## src/rtl/psrPkg.sv

```systemverilog
package psrPkg;

  localparam int psrWidth = 12; // NZCV + I + F + T + mode[4:0]
  localparam int numBanks = 5;  // svc, abt, und, irq, fiq

  // Field view of the status word, MSB first
  typedef struct packed {
    logic [3:0] flags;      // N, Z, C, V
    logic       irqDisable; // I bit
    logic       fiqDisable; // F bit
    logic       thumb;      // Carried only
    logic [4:0] mode;
  } psrFields_t;

  // Same word seen raw for storage, MSR and SRdata
  typedef union packed {
    logic [psrWidth-1:0] raw;
    psrFields_t          fields;
  } psrWord_t;

  // Bit order matches the Exceptions port
  typedef struct packed {
    logic fastInterrupt;
    logic interrupt;
    logic undefined;
    logic prefetchAbort;
    logic dataAbort;
    logic softwareInterrupt;
  } exceptions_t;

  // Processor modes
  localparam logic [4:0] modeUsr = 5'b10000;
  localparam logic [4:0] modeFiq = 5'b10001;
  localparam logic [4:0] modeIrq = 5'b10010;
  localparam logic [4:0] modeSvc = 5'b10011;
  localparam logic [4:0] modeAbt = 5'b10111;
  localparam logic [4:0] modeUnd = 5'b11011;
  localparam logic [4:0] modeSys = 5'b11111;

  // Saved status bank numbers
  typedef logic [2:0] bankIndex_t;

  localparam bankIndex_t bankSvc  = 3'd0;
  localparam bankIndex_t bankAbt  = 3'd1;
  localparam bankIndex_t bankUnd  = 3'd2;
  localparam bankIndex_t bankIrq  = 3'd3;
  localparam bankIndex_t bankFiq  = 3'd4;
  localparam bankIndex_t bankNone = 3'd7; // usr and sys have no SPSR

  // One-hot select into the fetch stage vector table
  typedef logic [6:0] vectorSel_t;

  localparam vectorSel_t vecReset     = 7'b000_0001;
  localparam vectorSel_t vecUndef     = 7'b000_0010;
  localparam vectorSel_t vecSwi       = 7'b000_0100;
  localparam vectorSel_t vecPrefetch  = 7'b000_1000;
  localparam vectorSel_t vecDataAbort = 7'b001_0000;
  localparam vectorSel_t vecIrq       = 7'b010_0000;
  localparam vectorSel_t vecFiq       = 7'b100_0000;

  // Mode to SPSR bank, unknown encodings fall to no bank
  function automatic bankIndex_t modeToBank(input logic [4:0] mode);
    case (mode)
      modeSvc: modeToBank = bankSvc;
      modeAbt: modeToBank = bankAbt;
      modeUnd: modeToBank = bankUnd;
      modeIrq: modeToBank = bankIrq;
      modeFiq: modeToBank = bankFiq;
      modeUsr,
      modeSys: modeToBank = bankNone;
      default: modeToBank = bankNone;
    endcase
  endfunction

endpackage

```

## src/rtl/exceptionPriority.sv

```systemverilog
`timescale 1ns/10ps

module exceptionPriority (
  input  psrPkg::exceptions_t exceptions,
  input  psrPkg::psrWord_t    currentPsr,
  input  logic                reset,
  output logic                entryTaken,
  output logic [4:0]          entryMode,
  output psrPkg::vectorSel_t  PCVectorAddress
);

  logic [4:0] mode;
  logic       inFiq;
  logic       inIrq;
  logic       inSvc;
  logic       inAbt;
  logic       inUnd;
  psrPkg::exceptions_t allowed; // Requests left after blocking

  assign mode = currentPsr.fields.mode;

  // Already in the handler mode
  assign inFiq = (mode == psrPkg::modeFiq);
  assign inIrq = (mode == psrPkg::modeIrq);
  assign inSvc = (mode == psrPkg::modeSvc);
  assign inAbt = (mode == psrPkg::modeAbt);
  assign inUnd = (mode == psrPkg::modeUnd);

  // Mode and mask blocking
  always_comb begin
    allowed = exceptions;
    if (inAbt) begin
      allowed.dataAbort     = 1'b0; // Both aborts share abt
      allowed.prefetchAbort = 1'b0;
    end
    if (inFiq || currentPsr.fields.fiqDisable) begin
      allowed.fastInterrupt = 1'b0;
    end
    if (inIrq || currentPsr.fields.irqDisable) begin
      allowed.interrupt = 1'b0;
    end
    if (inUnd) begin
      allowed.undefined = 1'b0;
    end
    if (inSvc) begin
      allowed.softwareInterrupt = 1'b0; // SWI also lands in svc
    end
  end

  // Fixed priority, highest unblocked request wins
  always_comb begin
    entryTaken      = 1'b0;
    entryMode       = mode; // Hold mode when idle
    PCVectorAddress = '0;
    if (reset) begin
      // Reset vector while held, no bank write
      entryMode       = psrPkg::modeSvc;
      PCVectorAddress = psrPkg::vecReset;
    end else if (allowed.dataAbort) begin
      entryTaken      = 1'b1;
      entryMode       = psrPkg::modeAbt;
      PCVectorAddress = psrPkg::vecDataAbort;
    end else if (allowed.fastInterrupt) begin
      entryTaken      = 1'b1;
      entryMode       = psrPkg::modeFiq;
      PCVectorAddress = psrPkg::vecFiq;
    end else if (allowed.interrupt) begin
      entryTaken      = 1'b1;
      entryMode       = psrPkg::modeIrq;
      PCVectorAddress = psrPkg::vecIrq;
    end else if (allowed.prefetchAbort) begin
      entryTaken      = 1'b1;
      entryMode       = psrPkg::modeAbt;
      PCVectorAddress = psrPkg::vecPrefetch;
    end else if (allowed.undefined) begin
      entryTaken      = 1'b1;
      entryMode       = psrPkg::modeUnd;
      PCVectorAddress = psrPkg::vecUndef;
    end else if (allowed.softwareInterrupt) begin
      entryTaken      = 1'b1;
      entryMode       = psrPkg::modeSvc;
      PCVectorAddress = psrPkg::vecSwi;
    end
  end

endmodule

```

## src/rtl/spsrBank.sv

```systemverilog
`timescale 1ns/10ps

module spsrBank (
  input  logic             clk,
  input  logic             reset,
  input  logic             write,     // Exception entry strobe
  input  logic [4:0]       writeMode, // Mode being entered
  input  psrPkg::psrWord_t writeData, // Pre-entry CPSR
  input  logic [4:0]       readMode,  // Current mode
  output psrPkg::psrWord_t savedPsr
);

  psrPkg::psrWord_t   spsr [psrPkg::numBanks];
  psrPkg::bankIndex_t writeIdx;
  psrPkg::bankIndex_t readIdx;
  logic               writeHit; // Write lands in a real bank
  logic               readHit;

  assign writeIdx = psrPkg::modeToBank(writeMode);
  assign readIdx  = psrPkg::modeToBank(readMode);

  assign writeHit = write && (writeIdx != psrPkg::bankNone);
  assign readHit  = (readIdx != psrPkg::bankNone);

  // Five banks, cleared together
  always_ff @(posedge clk, posedge reset) begin
    if (reset) begin
      for (int i = 0; i < psrPkg::numBanks; i++) begin
        spsr[i].raw <= '0;
      end
    end else if (writeHit) begin
      spsr[writeIdx] <= writeData;
    end
  end

  // usr and sys read back zero
  always_comb begin
    if (readHit) begin
      savedPsr = spsr[readIdx];
    end else begin
      savedPsr.raw = '0;
    end
  end

endmodule

```

## src/rtl/statusReg.sv

```systemverilog
`timescale 1ns/10ps

module statusReg (
  input  logic             clk,
  input  logic             reset,
  input  logic             entryTaken,
  input  logic [4:0]       entryMode,
  input  psrPkg::psrWord_t savedPsr,    // SPSR of current mode
  input  logic             restoreCPSR, // Exception return
  input  logic             writeSR,     // MSR, whole word
  input  psrPkg::psrWord_t srWriteData,
  input  logic             Enable,      // ALU flag update
  input  logic [3:0]       FlagsNext,
  output psrPkg::psrWord_t currentPsr
);

  // svc, I and F set, flags and T clear
  localparam logic [psrPkg::psrWidth-1:0] resetRaw = {
    4'b0000, 1'b1, 1'b1, 1'b0, psrPkg::modeSvc
  };

  psrPkg::psrWord_t psrQ;
  psrPkg::psrWord_t psrNext;
  psrPkg::psrWord_t entryPsr; // Word after exception entry
  logic             hasBank;  // Restore only from banked modes

  assign hasBank = (psrPkg::modeToBank(psrQ.fields.mode) != psrPkg::bankNone);

  // Entry word from the field view
  always_comb begin
    entryPsr                   = psrQ; // Flags kept
    entryPsr.fields.irqDisable = 1'b1; // Every entry masks IRQ
    entryPsr.fields.fiqDisable = psrQ.fields.fiqDisable |
                                 (entryMode == psrPkg::modeFiq);
    entryPsr.fields.thumb      = 1'b0; // Handlers run in ARM state
    entryPsr.fields.mode       = entryMode;
  end

  // Entry > restore > MSR > flags
  always_comb begin
    psrNext = psrQ;
    if (entryTaken) begin
      psrNext = entryPsr;
    end else if (restoreCPSR) begin
      if (hasBank) begin
        psrNext = savedPsr;
      end
    end else if (writeSR) begin
      psrNext = srWriteData;
    end else if (Enable) begin
      psrNext.fields.flags = FlagsNext; // NZCV only
    end
  end

  always_ff @(posedge clk, posedge reset) begin
    if (reset) begin
      psrQ.raw <= resetRaw;
    end else begin
      psrQ <= psrNext;
    end
  end

  assign currentPsr = psrQ;

endmodule

```

## src/rtl/psrUnit.sv

```systemverilog
`timescale 1ns/10ps

module psrUnit (
  input  logic                clk,
  input  logic                reset,
  input  psrPkg::exceptions_t Exceptions,
  input  logic [3:0]          FlagsNext,
  input  logic                Enable,
  input  logic                restoreCPSR,
  input  logic                readSR,      // MRS from SPSR when high
  input  logic                writeSR,
  input  psrPkg::psrWord_t    srWriteData,
  output psrPkg::psrWord_t    SRdata,
  output psrPkg::vectorSel_t  PCVectorAddress
);

  psrPkg::psrWord_t currentPsr;
  psrPkg::psrWord_t savedPsr;
  logic             entryTaken;
  logic [4:0]       entryMode;

  // Masking, priority, vector
  exceptionPriority priorityLogic (
    .exceptions      (Exceptions),
    .currentPsr      (currentPsr),
    .reset           (reset),
    .entryTaken      (entryTaken),
    .entryMode       (entryMode),
    .PCVectorAddress (PCVectorAddress)
  );

  // Old CPSR saved in the target mode bank
  spsrBank savedBanks (
    .clk       (clk),
    .reset     (reset),
    .write     (entryTaken),
    .writeMode (entryMode),
    .writeData (currentPsr),
    .readMode  (currentPsr.fields.mode),
    .savedPsr  (savedPsr)
  );

  statusReg cpsrReg (
    .clk         (clk),
    .reset       (reset),
    .entryTaken  (entryTaken),
    .entryMode   (entryMode),
    .savedPsr    (savedPsr),
    .restoreCPSR (restoreCPSR),
    .writeSR     (writeSR),
    .srWriteData (srWriteData),
    .Enable      (Enable),
    .FlagsNext   (FlagsNext),
    .currentPsr  (currentPsr)
  );

  assign SRdata = readSR ? savedPsr : currentPsr; // MRS source

endmodule

```

## config.mk

```make
export PLATFORM = sky130hd
export DESIGN_NAME = psrUnit
export DESIGN_NICKNAME = d
export VERILOG_FILES = /design/src/rtl/psrPkg.sv /design/src/rtl/exceptionPriority.sv /design/src/rtl/spsrBank.sv /design/src/rtl/statusReg.sv /design/src/rtl/psrUnit.sv
export SDC_FILE = /design/constraint.sdc
export NUM_CORES = 1
export LEC_CHECK = 0
export BUFFER_PORTS_ARGS = -buffer_cell sky130_fd_sc_hd__buf_2
export CAP_MARGIN = 10
export CORE_UTILIZATION = 50
export CTS_CLUSTER_DIAMETER = 100
export DETAILED_ROUTE_END_ITERATION = 16
export GPL_ROUTABILITY_DRIVEN = 0
export HOLD_SLACK_MARGIN = 0.1
export PLACE_DENSITY = 0.77
export SLEW_MARGIN = 25
export SYNTH_ARGS = -nofsm -noshare
export SYNTH_HDL_FRONTEND = slang
export SYNTH_SLANG_ARGS = --single-unit
```

## constraint.sdc

```tcl
create_clock -name clk -period 3 [get_ports clk]
set_clock_uncertainty 0.15 [all_clocks]
set_input_delay 0 -clock clk [delete_from_list [all_inputs] [get_ports clk]]
set_output_delay 0 -clock clk [all_outputs]
set_load 0.01 [all_outputs]
```

Word level (Yosys, flattened, before mapping)
Cells that the tools add are included. Widths: inputs -> output; s select.

Register bits after elaboration: 72. Input port bits: 28. Output and inout port bits: 19. Logic and storage cells: 78.

Magnitude comparators: 3. Equality and inequality tests: 14. Multiplexer cells: 42. Bitwise logic cells: 4. Reduce and logical (&&, ||, !) cells: 8.

Operators with widths (number): $mux 12 (7); $bwmux 60 (1); $eq 5x5->1 const B (10); $mux 7 (6); $bmux 12 s3 (1); $demux 12 s3 (1); $mux 5 (7); $pmux 3 s5 (2); $mux 8 (2); $mux 1 (11); $ge 4x4->1 const B (2); $mux 4 (2); $not 3->4 (2); $ne 3x3->1 const B (2); $reduce_bool 3->1 (2); $lt 4x1->1 const B (1); $mux 3 (1); $ne 3x1->1 const B (1); $reduce_and 3->1 (1); $logic_and 1x1->1 (2); $logic_or 1x1->1 (2); $mux 2 (1); $ne 2x1->1 const B (1); $reduce_and 2->1 (1); other kinds (2) (2).

Depth between registers and ports, before layout
Word-level depth: 17. Depth in mapped cells: 9. Depth with buffers taken out: 6.

By module
Synthesis repeated with hierarchy kept, for this count alone.

Cell total of the unflattened synthesis: 361. Area, all modules: 4127.7 um2.

By module, submodules not included: spsrBank (instances 1, cells an instance 222, area each 2865.2 um2); statusReg (instances 1, cells an instance 88, area each 815.8 um2); exceptionPriority (instances 1, cells an instance 38, area each 262.8 um2); psrUnit (instances 1, cells an instance 13, area each 183.9 um2).

Worst setup path before layout
Ideal clock, no wire load.

Path kind: flip-flop to flip-flop. Start: reg cpsrReg.psrQ, in the netlist cpsrReg.currentPsr[0]. End: reg cpsrReg.psrQ, in the netlist cpsrReg.currentPsr[3]. Setup time: 0.132 ns. Arrival time: 2.085 ns. Data required time: 2.718 ns. Path slack: 0.634 ns. Cell stages (with the launch flop): 8. Buffers on the path: 1. Period minus slack after synthesis: 2.366 ns. Cell sequence: dfstp_2 -> nand3b_4 -> a21oi_2 -> buf_4 -> mux4_2 -> and2_1 -> a221oi_1 -> o21bai_1.

Cells in the longest elaborated chain, start to end: 11. Elaborated cells between the ends (all ways): 39. Classes of those cells: eq/ne (7); mux (27); bitwise (1); reduce/logical (4).

RTL lines: start: declaration (line statusReg.sv:22) `psrPkg::psrWord_t psrQ;`; start signal: assignment (line statusReg.sv:59) `psrQ <= psrNext;`; branches (longest 11 deep; another with $bmux 12 s3).

Parallel ways; which one is timed is not known. The select of a mux whose other input is x is not followed. A chain may end at the register's enable or synchronous reset.

==> run metrics <==
antenna violations before repair 0; Slew Limit Fails 0; Worst-Margin Slew 759 ps; input/output buffers 46; crit path DAT approximately 2700 ps; Lkg Pwr between 2 and 2.5 nW; initial core utilization 0.523; DIE AREA 0.00858 mm^2; Initial DRT Pass Iterations 5; Post-Syn Area 0.00411 mm^2; first-pass GRT wire length 16200 um; wire length per cell after detailed routing 19.3 um; count leader, synth dfrtp_1; Cell Pwr Density roughly 900 mW/mm^2; H-tree levels 3; status finished, final reports clean; YS warnings 0; Post-DP HPWL about 6500 um; Clock transition at path regs 70 ps; clock sink count 72; top cell type's share of synthesized area 0.408; Synth top cells by count dfrtp_1, mux2_1, mux2_2; Seq cells post-synth 72; register area share after synthesis 0.440; crit end category output port; EDFF count, synth 0; Max VDD drop 0.454 mV; period utilization 0.959; clk_lat worst skew 350 ps; largest net degree at the start of global routing 37; # rows 32; Num CTS Buffers 9; Placed Cells 473; core box area 0.00785 mm^2; vias in the first global route 3080; RSZ-0062 raised after global routing false; Antenna Cells 0; Synth-to-Final Area Change 19.0%; ys flop type dfrtp_1; type of element launching the critical path flip-flop; Synth Area per Inst 12.3 um^2; Placement Setup Slack 223 ps; endpoints failing setup 0; total congestion overflow 0; DR vias 3024; Tmin final approximately 2900 ps; DRC Markers 0; # Max-Cap Violations 0; Power Total 4.50 mW; slew margin rel. 0.493; root buffer cell clkbuf_8; layout cell share with drive strength beyond 1 0.370; Netlist cell types 66; Synth area leaders dfrtp_1, mux2_1, mux2_2; placed instance area ~0.0044 mm^2; setup ws final 122 ps; drt initial violations 160; Async S/R FF share, synth 1.00; setup TNS 0 ps; critical path fanouts, max 15; WHS Endpoint cpsrReg.currentPsr[3]; crit path kind reg2out; Nets roughly 430; Post-Syn Instances between 300 and 400; fin cells 510; Max Freq 0.347 GHz; DR vias/cell 5.93; cell taking the most area after synthesis dfrtp_1; Bufs on Longest Clock Path 2; CTS tree done; Final Instance Area 0.00489 mm^2; GRT Total Usage 0.250; Die Wd 92.6 um; Final Hold Viols 0; final WL 9830 um; Reg-to-Reg End savedBanks.spsr[47]; R2R setup slack 200 ps; Hold Path Cell Cnt 4; I/O pin cnt 47; RR Startpoint cpsrReg.currentPsr[1]; Hold/Removal Path Class in2reg; CP required 2850 ps; die height 92.6 um; ANT nets after route 0; worst reg-to-reg path cell count 7; Syn Nets 363; HP Start writeSR
per-layer routing:
layer	global-route usage	wire, um
met1	0.323	4190
met5	0	0
met2	0.425	4960
met4	0.0590	110
met3	0.0583	573
stage by stage:
| step | hold slack [ps] | util |
|---|---|---|
| 2_1_floorplan | -58.2 | - |
| 3_3_place_gp | 153 | 0.564 |
| 3_5_place_dp | 162 | 0.564 |
| 4_1_cts | 116 | 0.619 |
| 5_1_grt | 197 | 0.623 |
| 6_report | 134 | 0.623 |
placed cells by master (no fill, tap or decap), types with 2 or more instances in the layout:
master and instances:
mux2_2 27, a221oi_1 2, clkbuf_8 10, nand2b_1 2, a22oi_1 3, bufinv_16 2
a211o_1 3, nor3_2 2, inv_1 6, mux2_1 35, dfstp_2 3, o2bb2ai_1 2
o32ai_1 2, nor2_1 22, nor2b_1 4, a31oi_1 3, mux2_4 7, o21ai_2 2
o221ai_1 6, nand3_1 5, o21ai_0 3, dfstp_4 2, dfrtp_1 67, a21oi_1 13
nor4_1 2, dlygate4sd3_1 20, o21bai_1 2, buf_2 46, o2bb2a_4 5, and2_1 3
mux2i_1 16, nand2_1 14, a211oi_1 3, mux4_2 4, o22ai_1 3, buf_4 16
a21oi_2 4
worst max-delay path, cell delays in order, from the launching register on:
cell and delay, ps:
dfstp_4 730, inv_1 140, a211oi_4 330, buf_4 260, mux2i_1 90, mux2_2 280, o2bb2a_1 290, a21oi_1 130
buf_2 140
flip-flops by register name, indices dropped and copies added (netlist names):
register            cells
savedBanks.spsr        60
cpsrReg.currentPsr     12
power breakdown:
part | leakage (nW) | switching, mW | internal, mW
Sequential | 0.881 | 0.342 | 1.41
Clock | 0.110 | 0.366 | 0.491
Combinational | 1.16 | 0.919 | 0.972
Total | 2.15 | 1.63 | 2.88
how the worst max path moves through the flow:
stage | from | to | slack [ps]
5_1_grt | cpsrReg.currentPsr[1] | SRdata[9] | 1
3_3_place_gp | cpsrReg.currentPsr[1] | savedBanks.spsr[21] | 290
6_report | cpsrReg.currentPsr[1] | SRdata[9] | 120
2_1_floorplan | cpsrReg.currentPsr[0] | cpsrReg.currentPsr[3] | 630
4_1_cts | cpsrReg.currentPsr[0] | SRdata[5] | 20
3_5_place_dp | cpsrReg.currentPsr[1] | savedBanks.spsr[23] | 220
cells by family after synthesis:
kind of cell           synth area share
AO/OA/AOI/OAI                     0.168
buffers and inverters            0.0460
AND/OR/NAND/NOR                  0.0893
multiplexers                      0.257
flip-flops                        0.440
what timing repair did:
action / CTS / global route
resized for setup: 0 / 5
endpoints found under the hold margin: 43 / 0
buffers inserted: 1 / 0
pin swaps: 1 / 0
gates cloned: 0 / 0
hold buffers: 20 / 0
setup endpoints to repair: 1 / 10
layout make-up:
cell class	instances	area [um^2]
Clock buffer	11	141
Clock inverter	5	81.3
Fill cell	649	2960
Inverter	7	26.3
Multi-Input combinational cell	231	2140
Sequential cell	72	1820
Tap cell	102	128
Timing Repair Buffer	82	551
Power figures use the tool's default switching activity.
